===== src/l2_pkg.sv =====
// Cache geometry and widths of the L2 request pipeline
// Operation codes and the line address union

package l2_pkg;

	localparam int NUM_WAYS      = 4;
	localparam int SET_BITS      = 4;
	localparam int TAG_BITS      = 12;
	localparam int ADDR_BITS     = TAG_BITS + SET_BITS;
	localparam int LINE_BITS     = 128;
	localparam int MASK_BITS     = LINE_BITS / 8;
	localparam int WAY_BITS      = 2;
	// Data memory index is {way, set}
	localparam int MEM_ADDR_BITS = WAY_BITS + SET_BITS;

	localparam logic OP_LOAD  = 1'b0;
	localparam logic OP_STORE = 1'b1;

	// Line address, either flat or split into tag and set
	typedef union packed
	{
		logic [ADDR_BITS-1:0] flat;
		struct packed
		{
			logic [TAG_BITS-1:0] tag;
			logic [SET_BITS-1:0] set;
		} parts;
	} l2_addr_u;

endpackage


===== src/l2_ifs.sv =====
// Request bundle between pipeline stages
// Tag lookup broadcast and per-way results
// Tag entry update from the write stage

interface l2_stage_if;
	import l2_pkg::*;

	logic                 valid;
	logic                 op;
	l2_addr_u             addr;
	logic [LINE_BITS-1:0] data;
	logic [MASK_BITS-1:0] mask;
	logic                 has_fill;
	logic [LINE_BITS-1:0] fill_data;

	modport source (output valid, op, addr, data, mask, has_fill, fill_data);
	modport sink (input valid, op, addr, data, mask, has_fill, fill_data);
endinterface


interface l2_tag_update_if;
	import l2_pkg::*;

	logic                upd_valid;
	logic [SET_BITS-1:0] upd_set;
	logic [WAY_BITS-1:0] upd_way;
	logic [TAG_BITS-1:0] upd_tag;
	logic                upd_dirty;

	modport write (output upd_valid, upd_set, upd_way, upd_tag, upd_dirty);
	modport way (input upd_valid, upd_set, upd_way, upd_tag, upd_dirty);
endinterface


===== src/l2_cache_write.sv =====
// Write-back and update stage of the L2 pipeline
// Store merge, tag and data update, response and write-back outputs

module l2_cache_write (
	input  logic                              clk,
	input  logic                              arst_n,
	l2_stage_if.sink                          in_stage,
	input  logic                              rd_hit,
	input  logic [l2_pkg::WAY_BITS-1:0]       rd_way,
	input  logic                              rd_victim_dirty,
	input  logic [l2_pkg::TAG_BITS-1:0]       rd_victim_tag,
	input  logic [l2_pkg::LINE_BITS-1:0]      rd_line,
	input  logic [l2_pkg::LINE_BITS-1:0]      rd_victim_line,
	l2_tag_update_if.write                    update,
	output logic                              mem_wr_en,
	output logic [l2_pkg::MEM_ADDR_BITS-1:0]  mem_wr_addr,
	output logic [l2_pkg::LINE_BITS-1:0]      mem_wr_data,
	output logic                              resp_valid,
	output logic                              resp_op,
	output l2_pkg::l2_addr_u                  resp_addr,
	output logic                              resp_hit,
	output logic                              resp_fill_needed,
	output logic [l2_pkg::LINE_BITS-1:0]      resp_data,
	output logic                              wb_valid,
	output l2_pkg::l2_addr_u                  wb_addr,
	output logic [l2_pkg::LINE_BITS-1:0]      wb_data
);
	import l2_pkg::*;

	logic [LINE_BITS-1:0] merged;
	logic                 fill_needed;
	logic                 do_update;
	logic                 wb_needed;
	l2_addr_u             victim_addr;

	always_comb
	begin
		merged = rd_line;
		if (in_stage.op == OP_STORE)
		begin
			for (int i = 0; i < MASK_BITS; i++)
			begin
				if (in_stage.mask[i])
					merged[i*8 +: 8] = in_stage.data[i*8 +: 8];
			end
		end
	end

	assign fill_needed = !rd_hit && !in_stage.has_fill;
	assign do_update   = in_stage.valid && !fill_needed;
	assign wb_needed   = in_stage.valid && !rd_hit && in_stage.has_fill && rd_victim_dirty;

	// Load hit keeps the old dirty bit, a fill by load starts clean
	assign update.upd_valid = do_update;
	assign update.upd_set   = in_stage.addr.parts.set;
	assign update.upd_way   = rd_way;
	assign update.upd_tag   = in_stage.addr.parts.tag;
	assign update.upd_dirty = (in_stage.op == OP_STORE) || (rd_hit && rd_victim_dirty);

	assign mem_wr_en   = do_update;
	assign mem_wr_addr = {rd_way, in_stage.addr.parts.set};
	assign mem_wr_data = merged;

	assign victim_addr.flat = {rd_victim_tag, in_stage.addr.parts.set};

	always_ff @(posedge clk or negedge arst_n)
	begin
		if (!arst_n)
		begin
			resp_valid <= 1'b0;
			wb_valid   <= 1'b0;
		end
		else
		begin
			resp_valid <= in_stage.valid;
			wb_valid   <= wb_needed;
		end
	end

	always_ff @(posedge clk)
	begin
		resp_op          <= in_stage.op;
		resp_addr        <= in_stage.addr;
		resp_hit         <= rd_hit;
		resp_fill_needed <= fill_needed;
		resp_data        <= fill_needed ? '0 : merged;
		wb_addr          <= victim_addr;
		wb_data          <= rd_victim_line;
	end

	// A written-back victim is never the requested line itself
	a_wb_victim: assert property (@(posedge clk) disable iff (!arst_n)
		wb_valid |-> wb_addr.parts.tag != resp_addr.parts.tag);

endmodule


===== src/flat_wrapper.sv =====
// flat-port wrapper written by rule: the top's interface ports become plain ports
module l2_cache_write_flat import l2_pkg::*;
  (clk, arst_n, rd_hit, rd_way, rd_victim_dirty, rd_victim_tag, rd_line, rd_victim_line, mem_wr_en, mem_wr_addr, mem_wr_data, resp_valid, resp_op, resp_addr, resp_hit, resp_fill_needed, resp_data, wb_valid, wb_addr, wb_data, in_stage_valid, in_stage_op, in_stage_addr, in_stage_data, in_stage_mask, in_stage_has_fill, in_stage_fill_data, update_upd_valid, update_upd_set, update_upd_way, update_upd_tag, update_upd_dirty);
  l2_stage_if in_stage_i ();
  l2_tag_update_if update_i ();
  input  logic clk;
  input  logic arst_n;
  input  logic rd_hit;
  input  logic [l2_pkg::WAY_BITS-1:0] rd_way;
  input  logic rd_victim_dirty;
  input  logic [l2_pkg::TAG_BITS-1:0] rd_victim_tag;
  input  logic [l2_pkg::LINE_BITS-1:0] rd_line;
  input  logic [l2_pkg::LINE_BITS-1:0] rd_victim_line;
  output logic mem_wr_en;
  output logic [l2_pkg::MEM_ADDR_BITS-1:0] mem_wr_addr;
  output logic [l2_pkg::LINE_BITS-1:0] mem_wr_data;
  output logic resp_valid;
  output logic resp_op;
  output l2_pkg::l2_addr_u resp_addr;
  output logic resp_hit;
  output logic resp_fill_needed;
  output logic [l2_pkg::LINE_BITS-1:0] resp_data;
  output logic wb_valid;
  output l2_pkg::l2_addr_u wb_addr;
  output logic [l2_pkg::LINE_BITS-1:0] wb_data;
  input wire logic [$bits(in_stage_i.valid)-1:0] in_stage_valid;
  input wire logic [$bits(in_stage_i.op)-1:0] in_stage_op;
  input wire logic [$bits(in_stage_i.addr)-1:0] in_stage_addr;
  input wire logic [$bits(in_stage_i.data)-1:0] in_stage_data;
  input wire logic [$bits(in_stage_i.mask)-1:0] in_stage_mask;
  input wire logic [$bits(in_stage_i.has_fill)-1:0] in_stage_has_fill;
  input wire logic [$bits(in_stage_i.fill_data)-1:0] in_stage_fill_data;
  output wire logic [$bits(update_i.upd_valid)-1:0] update_upd_valid;
  output wire logic [$bits(update_i.upd_set)-1:0] update_upd_set;
  output wire logic [$bits(update_i.upd_way)-1:0] update_upd_way;
  output wire logic [$bits(update_i.upd_tag)-1:0] update_upd_tag;
  output wire logic [$bits(update_i.upd_dirty)-1:0] update_upd_dirty;
  assign in_stage_i.valid = in_stage_valid;
  assign in_stage_i.op = in_stage_op;
  assign in_stage_i.addr = in_stage_addr;
  assign in_stage_i.data = in_stage_data;
  assign in_stage_i.mask = in_stage_mask;
  assign in_stage_i.has_fill = in_stage_has_fill;
  assign in_stage_i.fill_data = in_stage_fill_data;
  assign update_upd_valid = update_i.upd_valid;
  assign update_upd_set = update_i.upd_set;
  assign update_upd_way = update_i.upd_way;
  assign update_upd_tag = update_i.upd_tag;
  assign update_upd_dirty = update_i.upd_dirty;
  l2_cache_write u_core (.clk(clk), .arst_n(arst_n), .in_stage(in_stage_i), .rd_hit(rd_hit), .rd_way(rd_way), .rd_victim_dirty(rd_victim_dirty), .rd_victim_tag(rd_victim_tag), .rd_line(rd_line), .rd_victim_line(rd_victim_line), .update(update_i), .mem_wr_en(mem_wr_en), .mem_wr_addr(mem_wr_addr), .mem_wr_data(mem_wr_data), .resp_valid(resp_valid), .resp_op(resp_op), .resp_addr(resp_addr), .resp_hit(resp_hit), .resp_fill_needed(resp_fill_needed), .resp_data(resp_data), .wb_valid(wb_valid), .wb_addr(wb_addr), .wb_data(wb_data));
endmodule

===== config.mk =====
export PLATFORM = sky130hd
export DESIGN_NAME = l2_cache_write_flat
export DESIGN_NICKNAME = d
export VERILOG_FILES = /design/src/l2_pkg.sv /design/src/l2_ifs.sv /design/src/l2_cache_write.sv /design/src/flat_wrapper.sv
export SDC_FILE = /design/constraint.sdc
export NUM_CORES = 1
export LEC_CHECK = 0
export BUFFER_PORTS_ARGS = -buffer_cell sky130_fd_sc_hd__buf_2
export CORE_AREA = 3 3 396 398
export DETAILED_ROUTE_END_ITERATION = 10
export DIE_AREA = 0 0 399 401
export PLACE_DENSITY = 0.3
export SLEW_MARGIN = 20
export SYNTH_ARGS = -nofsm -noshare
export SYNTH_HDL_FRONTEND = slang
export SYNTH_SLANG_ARGS = --single-unit
export TNS_END_PERCENT = 20

===== constraint.sdc =====
create_clock -name clk -period 1.1 [get_ports clk]
set_clock_uncertainty 0.2 [all_clocks]
set_input_delay 0.11 -clock clk [delete_from_list [all_inputs] [get_ports clk]]
set_output_delay 0.11 -clock clk [all_outputs]
set_load 0.02 [all_outputs]

After elaboration in Yosys (flattened, before gate mapping)
Cells that the tools add are included.
{ "totals": {"output_inout_bits": 448, "reg_bits": 293, "word_cells": 36} }
{ "classes": {"muxes": 17, "n_reduce_logical": 10} }
{ "op_table": {"columns": ["op", "count"], "rows": [
  ["128-bit two-way mux", 1],
  ["8-bit two-way mux", 16],
  ["1-bit logical AND", 6],
  ["1-bit logical NOT", 3],
  ["1-bit logical OR", 1]
]} }

Logic depth before layout (Yosys ltp)
Gate-level depths: netlist of run 1.
{ "logic_depth": {"word_depth": 4, "mapped_depth": 5} }

Least setup slack after synthesis of run 1
No wires, ideal clock.
{ "synth_path": {"path_type": "input-to-output", "from": "in in_stage_has_fill", "to": "out update_upd_valid", "path_buffers": 2, "path_stages": 4, "setup_slack_ps": -139, "arrival_ps": 929, "path_cell_list": "nor2_1 -> clkbuf_1 -> nor2b_1 -> buf_4"} }
{ "synth_via": {"elab_chain_len": 4} }
{ "synth_rtl": {"columns": ["element", "line_no", "text"], "rows": [
  ["from (decl)", "flat_wrapper.sv:31", "input wire logic [$bits(in_stage_i.has_fill)-1:0] in_stage_has_fill;"],
  ["1-bit logical NOT", "l2_cache_write.sv:49", "assign fill_needed = !rd_hit && !in_stage.has_fill;"],
  ["1-bit logical AND", "l2_cache_write.sv:49", null],
  ["1-bit logical NOT", "l2_cache_write.sv:50", "assign do_update = in_stage.valid && !fill_needed;"],
  ["1-bit logical AND", "l2_cache_write.sv:50", null],
  ["to (decl)", "flat_wrapper.sv:33", "output wire logic [$bits(update_i.upd_valid)-1:0] update_upd_valid;"]
]} }
No other way between the ends.

Worst setup path in the final report of run 1
{ "layout_path": {"from": "reg u_core.resp_data[1] (netlist name)", "to": "out resp_data[1] (netlist name)"} }
{ "layout_lines": {"columns": ["element", "line_no", "text"], "rows": [
  ["from (decl)", "l2_cache_write.sv:23", "output logic [l2_pkg::LINE_BITS-1:0] resp_data,"],
  ["from (signal assigned)", "l2_cache_write.sv:86", "resp_data <= fill_needed ? '0 : merged;"],
  ["to (decl)", "flat_wrapper.sv:22", "output logic [l2_pkg::LINE_BITS-1:0] resp_data;"]
]} }
No word-level cell between the ends.

==> report_table.html, run 1 <==
<table>
<tr><th>Metric</th><th>Value</th></tr>
<tr><th colspan="2">Run status</th></tr>
<tr><td>Result of the run</td><td>complete, but fails checks</td></tr>
<tr><td>Violated checks</td><td>hold timing, setup timing</td></tr>
<tr><th colspan="2">Logic synthesis</th></tr>
<tr><td>Most frequently used cell type in the post-synthesis netlist</td><td>dfxtp_1</td></tr>
<tr><td>Async SR Flop Fraction</td><td>0.6920%</td></tr>
<tr><td>Cell area after synthesis</td><td>0.009932 mm²</td></tr>
<tr><td>Area contributors post-synth</td><td>dfxtp_1, a21bo_1, a21oi_2, nand3_1, nand2_1</td></tr>
<tr><td>Synthesized instance count</td><td>909</td></tr>
<tr><td>Number of enable-type register cells in the synthesized netlist</td><td>0</td></tr>
<tr><td>Post-synthesis net count</td><td>1474</td></tr>
<tr><td>Register area share after synthesis</td><td>about three fifths</td></tr>
<tr><td>Yosys reg bits</td><td>289</td></tr>
<tr><td>Ranking of synthesized cells by instance count</td><td>dfxtp_1, nand2_1, nand3_1</td></tr>
<tr><td>Avg Cell Area, Syn</td><td>10.93 µm²</td></tr>
<tr><td>Primary flip-flop cell chosen by synthesis mapping</td><td>dfxtp_1</td></tr>
<tr><td>Count of synthesis-stage warnings from yosys</td><td>0</td></tr>
<tr><td>Top cell type by total area after synthesis</td><td>dfxtp_1</td></tr>
<tr><td>Count of cell types in the netlist</td><td>16</td></tr>
<tr><td>Area fraction of the dominant cell type after synthesis</td><td>57.85%</td></tr>
<tr><th colspan="2">Worst setup path</th></tr>
<tr><td>Family of cells with the greatest summed delay on the critical path</td><td>flip-flops</td></tr>
<tr><td>Slowest stage cell on the critical path</td><td>dfxtp_4</td></tr>
<tr><td>Worst Setup SP</td><td>u_core.resp_data[1]</td></tr>
<tr><td>Critical path required time</td><td>0.79 ns</td></tr>
<tr><td>Arr. time, crit path</td><td>1.14 ns</td></tr>
<tr><td>CP max FO</td><td>1</td></tr>
<tr><td>Number of buffers and inverters on the critical path</td><td>1</td></tr>
<tr><td>Critical Path Sink Type</td><td>output port</td></tr>
<tr><td>Critical setup path kind</td><td>reg2out</td></tr>
<tr><td>Cell-by-cell listing of the critical path</td><td>buf_8</td></tr>
<tr><td>Type of origin of the critical path</td><td>flip-flop</td></tr>
<tr><td>Largest stage delay on the critical path</td><td>0.40 ns</td></tr>
<tr><th colspan="2">Timing</th></tr>
<tr><td>Highest attainable clock frequency</td><td>687.4 MHz</td></tr>
<tr><td>Total count of hold-check failures in the final report</td><td>115</td></tr>
<tr><td>Number of endpoints failing setup at the final stage</td><td>459</td></tr>
<tr><td>Final period utilization</td><td>132.2%</td></tr>
<tr><td>Setup slack of the critical path after layout</td><td>-0.3547 ns</td></tr>
<tr><td>Fin crit period</td><td>1.455 ns</td></tr>
<tr><td>Max-Slew Margin vs Limit</td><td>between 70 and 80%</td></tr>
<tr><td>Hold Slack</td><td>-0.3901 ns</td></tr>
<tr><td>Max-slew violation count</td><td>0</td></tr>
<tr><td>Slew at the pin closest to its max-slew limit</td><td>a little over 0.4 ns</td></tr>
<tr><td>RSZ-0062 raised after global routing</td><td>yes</td></tr>
<tr><th colspan="2">Worst hold path</th></tr>
<tr><td>Path type of the worst min-delay path</td><td>in2reg</td></tr>
<tr><td>Source of the worst hold timing path</td><td>in_stage_data[121]</td></tr>
<tr><td>Worst hold path endpoint</td><td>u_core.resp_data[121]</td></tr>
<tr><td>Worst Hold Depth</td><td>3</td></tr>
<tr><th colspan="2">Floorplan</th></tr>
<tr><td>Starting Density</td><td>6.462%</td></tr>
<tr><td>Core footprint</td><td>0.1537 mm²</td></tr>
<tr><td>Die X-Extent</td><td>between 300 and 400 µm</td></tr>
<tr><td>Vertical die dimension</td><td>401 µm</td></tr>
<tr><td>IO Pins</td><td>1013</td></tr>
<tr><td>FP Rows</td><td>144</td></tr>
<tr><td>Die ar.</td><td>0.1600 mm²</td></tr>
<tr><th colspan="2">Drt</th></tr>
<tr><td>Routed via count</td><td>approximately 13000</td></tr>
<tr><td>Iteration count of the initial detailed-routing pass</td><td>4</td></tr>
<tr><td>Sum of routed wire length over all layers</td><td>91.79 mm</td></tr>
<tr><td>Number of remaining DRC errors</td><td>0</td></tr>
<tr><td>Final ANT Viol Nets</td><td>0</td></tr>
<tr><td>Via-to-Cell Ratio</td><td>2.840</td></tr>
<tr><td>Routed len/inst</td><td>20.63 µm</td></tr>
<tr><td>Violation count after the first detailed-route iteration</td><td>around 380</td></tr>
<tr><th colspan="2">Clock tree</th></tr>
<tr><td>Clock sink count</td><td>289</td></tr>
<tr><td>TritonCTS clock tree</td><td>yes</td></tr>
<tr><td>Buffers from clock root to sink, at most</td><td>3</td></tr>
<tr><td>Root buffer selected by CTS</td><td>clkbuf_16</td></tr>
<tr><td>CTS H-tree depth</td><td>2</td></tr>
<tr><td>CTS clock-pin slew for the worst setup and hold paths</td><td>0.06 ns</td></tr>
<tr><td>Number of buffers created by CTS</td><td>45</td></tr>
<tr><th colspan="2">Global routing</th></tr>
<tr><td>Global-route wire length before repair</td><td>118.6 mm</td></tr>
<tr><td>Antenna violations before repair</td><td>26</td></tr>
<tr><td>Maximum number of pins on one net before global-route repair</td><td>28</td></tr>
<tr><td>Number of global-route vias before repair</td><td>between 10000 and 15000</td></tr>
<tr><td>GRT Resource Usage Total</td><td>10.99%</td></tr>
<tr><td>Global route overflow</td><td>0</td></tr>
<tr><th colspan="2">Layout</th></tr>
<tr><td>Area of all placed cells without fillers</td><td>0.02688 mm²</td></tr>
<tr><td>Final net count</td><td>around 2900</td></tr>
<tr><td>Fraction of the core area covered by cells at the end of the flow</td><td>17.49%</td></tr>
<tr><td>Layout filler cell count</td><td>17200</td></tr>
<tr><td>Share of layout cells above drive strength 1</td><td>68.38%</td></tr>
<tr><td>Synth-to-Final Area Change</td><td>170.6%</td></tr>
<tr><th colspan="2">Placed design</th></tr>
<tr><td>Placed cell area</td><td>0.01821 mm²</td></tr>
<tr><td>GPL Wtd Cong</td><td>0.8132</td></tr>
<tr><td>Buffers added on ports</td><td>878</td></tr>
<tr><td>HPWL after DPL</td><td>76.33 mm</td></tr>
<tr><th colspan="2">Pwr</th></tr>
<tr><td>Peak supply drop</td><td>1.059 mV</td></tr>
<tr><td>Pwr Density</td><td>1382 mW/mm²</td></tr>
<tr><td>Static leakage</td><td>12.10 nW</td></tr>
<tr><th colspan="2">Run</th></tr>
<tr><td>Max-capacitance violation count</td><td>0</td></tr>
</table>
-- flip-flops by register name, indices dropped and copies added, names as in the netlist --
register and count:
u_core.resp_valid 1, u_core.wb_addr 12, u_core.resp_data 128, u_core.resp_addr 16, u_core.resp_fill_needed 1, u_core.resp_op 1, u_core.wb_valid 1, u_core.wb_data 128
u_core.resp_hit 1
-- through the flow --
stage	std cells	hold slack (ns)	total power (W)	TNS (ns)	setup slack, ns
floorplan	909	-0.3856	0.01465	-3.084	-0.03816
global placement	3953	-0.2970	0.01876	-52.24	-0.4093
detailed placement	3953	-0.2958	0.01871	-51.66	-0.4305
CTS	4423	-0.4677	0.03793	-134.29	-0.4696
global route	4440	-0.4238	0.03914	-130.46	-0.4491
finish	4449	-0.3901	0.03715	-101.11	-0.3547
-- where the power goes --
| part | internal (W) | leakage [nW] | switching (W) |
|---|---|---|---|
| sequential | 0.0113 | 2.47 | 0.000497 |
| clock | 0.00984 | 0.782 | 0.00628 |
| combinational | 0.00471 | 8.85 | 0.00449 |
| total | 0.0259 | 12.1 | 0.0113 |
-- per-layer routing --
layer  vias to the layer above  share of wire (%)  global-route usage [%]
met3                       125                7.7                   3.622
met1                      5900                 39                   12.08
met4                         8                3.2                   3.419
li1                       6015                  -                       -
met2                       587                 50                   19.78
met5                         -              0.056                       0
-- cells by family after synthesis --
kind of cell	after synthesis	synth area share, %
and+or+nand+nor	259	11.49
AOI/OAI and AO/OA	257	23.20
DFF	289	58.35
buffers and inverters	104	6.954
-- placed cells by master (no fill, tap or decap) --
cell type       netlist  routed
buf_2                30     488
dlygate4sd3_1         0     400
buf_6                14     284
dfxtp_2               0     260
buf_4                42     251
nand3_1             128     127
a21bo_1             101     101
a21oi_2             100     101
nand2_1             128      93
buf_8                 0      48
clkbuf_16             0      45
nand2_2               0      35
buf_12                0      29
a21bo_2              27      27
dfxtp_4               0      27
a21oi_1              28      25
diode_2               0      14
clkbuf_8              0      10
bufinv_16             0       7
clkinv_2              0       7
clkinvlp_4            0       4
clkbuf_1             18       4
clkbuf_4              0       4
a21oi_4               0       2
inv_16                0       2
dlymetal6s4s_1        0       2
dfrtp_1               2       2
nand3_2               0       1
nor2_4                0       1
nor2b_2               0       1
and4b_1               1       1
a21o_1                1       1
clkinv_4              0       1
-- worst max path at each step --
stage / end / cells after the start
after floorplan: mem_wr_data[120] / 5
after global placement: u_core.resp_data[7] / 6
after detailed placement: u_core.resp_data[7] / 6
after CTS: resp_data[1] / 1
after global routing: resp_data[1] / 1
final: resp_data[1] / 1
-- area by class of cell --
type | count | area (µm²) | share of cell area, %
antenna | 14 | 35.03 | 0.1303
clock buffer | 59 | 1279 | 4.758
clock inverter | 21 | 324.1 | 1.206
multi-input combinational | 516 | 3575 | 13.30
sequential | 289 | 6222 | 23.15
tap | 2044 | 2557 | 9.515
timing repair buffer | 1506 | 12880 | 47.94
-- what timing repair did --
action / 4_1_cts / 5_1_grt
hold buffers: 390 / 12
pin swaps: 0 / 0
resized for setup: 847 / 295
buffers inserted: 0 / 0
hold endpoints to repair: 291 / 121
endpoints found under the setup margin: 424 / 449
Power figures use the tool's default switching activity.
==> inputs of run 2 (changes only) <==
- ABC_AREA: default -> 1
- CORE_AREA: 3 3 396 398 -> 3 3 395 397
- DIE_AREA: 0 0 399 401 -> 0 0 398 400
==> report_table.html, run 2 <==
<table>
<tr><th>Metric</th><th>Value</th></tr>
<tr><th colspan="2">Clock tree</th></tr>
<tr><td>Root buffer selected by CTS</td><td>clkbuf_16 (unchanged)</td></tr>
<tr><td>CTS clock-pin slew for the worst setup and hold paths</td><td>0.06 ns (about the same)</td></tr>
<tr><td>Clock sink count</td><td>289 (unchanged)</td></tr>
<tr><td>Number of buffers created by CTS</td><td>44 (was 45)</td></tr>
<tr><td>TritonCTS clock tree</td><td>yes (unchanged)</td></tr>
<tr><td>Buffers from clock root to sink, at most</td><td>3 (unchanged)</td></tr>
<tr><td>CTS H-tree depth</td><td>2 (unchanged)</td></tr>
<tr><th colspan="2">Layout</th></tr>
<tr><td>Commonest cells after routing, fill and taps aside</td><td>buf_2, inv_1, dlygate4sd3_1 (was buf_2, dlygate4sd3_1, buf_6)</td></tr>
<tr><td>Final net count</td><td>3255 (was 2923)</td></tr>
<tr><td>Share of layout cells above drive strength 1</td><td>64.99% (was 68.38%)</td></tr>
<tr><td>Synth-to-Final Area Change</td><td>171.1% (was 170.6%)</td></tr>
<tr><td>Biggest registers after layout</td><td>u_core.resp_data: 128 flops, u_core.wb_data: 128 flops, u_core.resp_addr: 16 flops (unchanged)</td></tr>
<tr><td>Fraction of the core area covered by cells at the end of the flow</td><td>18.14% (was 17.49%)</td></tr>
<tr><td>Most frequent standard cell in the layout excluding fill and tap cells</td><td>buf_2 (unchanged)</td></tr>
<tr><th colspan="2">Drt</th></tr>
<tr><td>Via-to-Cell Ratio</td><td>2.809 (was 2.840)</td></tr>
<tr><td>Routed length on met3</td><td>8.144 mm (was 7.059 mm)</td></tr>
<tr><td>Routed len/inst</td><td>21.24 µm (was 20.63 µm)</td></tr>
<tr><td>Top routing layer in use</td><td>met5 (unchanged)</td></tr>
<tr><td>Violation count after the first detailed-route iteration</td><td>349 (was 377)</td></tr>
<tr><td>Iteration count of the initial detailed-routing pass</td><td>7 (was 4)</td></tr>
<tr><td>Sum of routed wire length over all layers</td><td>101.6 mm (was 91.79 mm)</td></tr>
<tr><td>Routed via count</td><td>13430 (was 12640)</td></tr>
<tr><td>Number of remaining DRC errors</td><td>0 (unchanged)</td></tr>
<tr><td>Met1 layer wirelength in the final routing</td><td>41.26 mm (was 35.58 mm)</td></tr>
<tr><td>Final ANT Viol Nets</td><td>0 (unchanged)</td></tr>
<tr><td>Met2 wirelength from detailed routing</td><td>49.81 mm (was 46.19 mm)</td></tr>
<tr><th colspan="2">Timing</th></tr>
<tr><td>Number of endpoints failing setup at the final stage</td><td>445 (was 459)</td></tr>
<tr><td>Highest attainable clock frequency</td><td>689.3 MHz (was 687.4 MHz)</td></tr>
<tr><td>Max-slew violation count</td><td>0 (unchanged)</td></tr>
<tr><td>Hold Slack</td><td>-0.3471 ns (was -0.3901 ns)</td></tr>
<tr><td>Setup slack of the critical path after layout</td><td>-0.3507 ns (was -0.3547 ns)</td></tr>
<tr><td>Fin crit period</td><td>1.451 ns (was 1.455 ns)</td></tr>
<tr><td>Max-Slew Margin vs Limit</td><td>73.48% (was 72.88%)</td></tr>
<tr><td>RSZ-0062 raised after global routing</td><td>yes (unchanged)</td></tr>
<tr><td>Slew at the pin closest to its max-slew limit</td><td>0.3978 ns (was 0.4067 ns)</td></tr>
<tr><td>Total count of hold-check failures in the final report</td><td>128 (was 115)</td></tr>
<tr><td>Final period utilization</td><td>131.9% (was 132.2%)</td></tr>
<tr><th colspan="2">Placed design</th></tr>
<tr><td>Buffers added on ports</td><td>878 (unchanged)</td></tr>
<tr><td>Worst Setup Slack post-DPL</td><td>-0.5002 ns (was -0.4305 ns)</td></tr>
<tr><td>GPL Wtd Cong</td><td>0.8588 (was 0.8132)</td></tr>
<tr><td>HPWL after DPL</td><td>86.42 mm (was 76.33 mm)</td></tr>
<tr><th colspan="2">Run status</th></tr>
<tr><td>Result of the run</td><td>complete, but fails checks (unchanged)</td></tr>
<tr><td>Violated checks</td><td>hold timing, setup timing (unchanged)</td></tr>
<tr><th colspan="2">Logic synthesis</th></tr>
<tr><td>Primary flip-flop cell chosen by synthesis mapping</td><td>dfxtp_1 (unchanged)</td></tr>
<tr><td>Most frequently used cell type in the post-synthesis netlist</td><td>inv_1 (was dfxtp_1)</td></tr>
<tr><td>Avg Cell Area, Syn</td><td>7.936 µm² (was 10.93 µm²)</td></tr>
<tr><td>Post-synthesis net count</td><td>1849 (was 1474)</td></tr>
<tr><td>Register area share after synthesis</td><td>56.88% (was 58.35%)</td></tr>
<tr><td>Count of synthesis-stage warnings from yosys</td><td>0 (unchanged)</td></tr>
<tr><td>Async SR Flop Fraction</td><td>0.6920% (unchanged)</td></tr>
<tr><td>Top cell type by total area after synthesis</td><td>dfxtp_1 (unchanged)</td></tr>
<tr><td>Ranking of synthesized cells by instance count</td><td>inv_1, dfxtp_1, nand2_1 (was dfxtp_1, nand2_1, nand3_1)</td></tr>
<tr><td>Count of cell types in the netlist</td><td>16 (unchanged)</td></tr>
<tr><td>Area contributors post-synth</td><td>dfxtp_1, inv_1, nand2_1, nand3_1, nor2_1 (was dfxtp_1, a21bo_1, a21oi_2, nand3_1, nand2_1)</td></tr>
<tr><td>Synthesized instance count</td><td>1284 (was 909)</td></tr>
<tr><td>Number of enable-type register cells in the synthesized netlist</td><td>0 (unchanged)</td></tr>
<tr><td>Cell area after synthesis</td><td>0.01019 mm² (was 0.009932 mm²)</td></tr>
<tr><td>Area fraction of the dominant cell type after synthesis</td><td>56.39% (was 57.85%)</td></tr>
<tr><td>Yosys reg bits</td><td>289 (unchanged)</td></tr>
<tr><th colspan="2">Pwr</th></tr>
<tr><td>Sw Share</td><td>30.87% (was 30.34%)</td></tr>
<tr><td>Pwr Density</td><td>1375 mW/mm² (was 1382 mW/mm²)</td></tr>
<tr><td>Peak supply drop</td><td>0.9020 mV (was 1.059 mV)</td></tr>
<tr><td>Fraction of power consumed by combinational cells</td><td>26.6% (was 24.8%)</td></tr>
<tr><td>Net switching power</td><td>0.01172 W (was 0.01127 W)</td></tr>
<tr><td>Clock group share of total power</td><td>42.3% (was 43.4%)</td></tr>
<tr><td>Sequential Power Share</td><td>31.1% (was 31.8%)</td></tr>
<tr><td>Static leakage</td><td>13.80 nW (was 12.10 nW)</td></tr>
<tr><td>Internal Pwr Total</td><td>0.02626 W (was 0.02588 W)</td></tr>
<tr><th colspan="2">Floorplan</th></tr>
<tr><td>Die ar.</td><td>0.1592 mm² (was 0.1600 mm²)</td></tr>
<tr><td>Die X-Extent</td><td>398 µm (was 399 µm)</td></tr>
<tr><td>Core footprint</td><td>0.1523 mm² (was 0.1537 mm²)</td></tr>
<tr><td>Vertical die dimension</td><td>400 µm (was 401 µm)</td></tr>
<tr><td>Starting Density</td><td>6.692% (was 6.462%)</td></tr>
<tr><td>FP Rows</td><td>143 (was 144)</td></tr>
<tr><td>IO Pins</td><td>1013 (unchanged)</td></tr>
<tr><th colspan="2">Worst setup path</th></tr>
<tr><td>Arr. time, crit path</td><td>1.14 ns (about the same)</td></tr>
<tr><td>Critical Path Sink Type</td><td>output port (unchanged)</td></tr>
<tr><td>Critical setup path kind</td><td>in2out (was reg2out)</td></tr>
<tr><td>Critical path required time</td><td>0.79 ns (about the same)</td></tr>
<tr><td>CP max FO</td><td>7 (was 1)</td></tr>
<tr><td>Type of origin of the critical path</td><td>input port (was flip-flop)</td></tr>
<tr><th colspan="2">Global routing</th></tr>
<tr><td>GRT Resource Usage Total</td><td>12.06% (was 10.99%)</td></tr>
<tr><td>Maximum number of pins on one net before global-route repair</td><td>26 (was 28)</td></tr>
<tr><td>Global route overflow</td><td>0 (unchanged)</td></tr>
<tr><td>Number of global-route vias before repair</td><td>13920 (was 13410)</td></tr>
<tr><td>Antenna violations before repair</td><td>44 (was 26)</td></tr>
<tr><td>Global-route wire length before repair</td><td>127.5 mm (was 118.6 mm)</td></tr>
<tr><th colspan="2">Worst hold path</th></tr>
<tr><td>Path type of the worst min-delay path</td><td>in2reg (unchanged)</td></tr>
<tr><td>Source of the worst hold timing path</td><td>rd_line[52] (was in_stage_data[121])</td></tr>
<tr><td>Worst Hold Depth</td><td>5 (was 3)</td></tr>
<tr><td>Worst hold path endpoint</td><td>u_core.resp_data[52] (was u_core.resp_data[121])</td></tr>
<tr><th colspan="2">Run</th></tr>
<tr><td>Max-capacitance violation count</td><td>0 (unchanged)</td></tr>
</table>
run 2: changes by cell type after synthesis, moves of 12 or more:
cell     previous run  this run
a21bo_1           101         0
a21bo_2            27         0
a21oi_1            28         0
a21oi_2           100         0
buf_2              30        16
buf_6              14         2
inv_1               0       387
nand2_1           128       256
nor2_1              1        82
nor2_2              0        49
run 2: cells by family after synthesis:
| kind of cell | count (synthesis) | share of synthesized area, % |
|---|---|---|
| and+or+nand+nor | 532 | 24.13 |
| DFF | 289 | 56.88 |
| AOI/OAI and AO/OA | 1 | 0.07370 |
| buffers and inverters | 462 | 18.92 |
run 2: layout make-up:
class | count | area [µm²]
clock inverter | 26 | 401.6
tap | 2030 | 2540
antenna | 27 | 67.56
sequential | 289 | 6162
timing repair buffer | 1435 | 12400
fill | 17330 | 124600
multi-input combinational | 533 | 3373
inverter | 387 | 1453
clock buffer | 55 | 1222
run 2: worst max-delay path, stage by stage:
cell,delay (ns)
clkbuf_16,0.18
buf_12,0.15
buf_16,0.14
buf_4,0.14
buf_6,0.10
nand3_2,0.07
nand2_2,0.07
inv_2,0.05
buf_6,0.11
run 2: repair_timing:
action / in CTS / in global routing
endpoints found under the setup margin: 424 / 432
hold endpoints to repair: 291 / 128
hold buffers: 316 / 1
gates resized for setup: 784 / 602
cloned: 5 / 3
buffers inserted: 14 / 41
pin swaps: 14 / 68
run 2: through the flow:
stage | setup TNS, ns | std cells | cell area (µm²) | power (W)
detailed placement | -91.14 | 4295 | 18330 | 0.01908
CTS | -141.32 | 4711 | 25480 | 0.03821
global placement | -90.76 | 4295 | 18330 | 0.01913
finish | -106.00 | 4782 | 27620 | 0.03799
floorplan | -1.668 | 1284 | 10200 | 0.01457
global route | -134.03 | 4772 | 27600 | 0.03997
run 2: metal layers:
metal / vias up / global-route usage, %
met1: 6269 / 14.43
met3: 113 / 3.971
met5: - / 0
met2: 582 / 20.92
met4: 14 / 2.461
li1: 6456 / -
run 2: power by group through the flow:
stage               sequential, W  combinational [W]  clock [W]
global placement           0.0117            0.00744          0
global route               0.0119             0.0108     0.0173
finish                     0.0118             0.0101     0.0161
detailed placement         0.0117            0.00738          0
CTS                        0.0118            0.00948     0.0170
floorplan                  0.0126            0.00198          0
run 2: worst max path at each step:
stage,from,to,depth (start not counted)
CTS,u_core.resp_valid,resp_valid,1
finish,in_stage_op,mem_wr_data[108],9
global route,u_core.resp_valid,resp_valid,1
detailed placement,in_stage_op,mem_wr_data[53],8
global placement,in_stage_op,mem_wr_data[58],7
floorplan,in_stage_mask[7],mem_wr_data[56],5
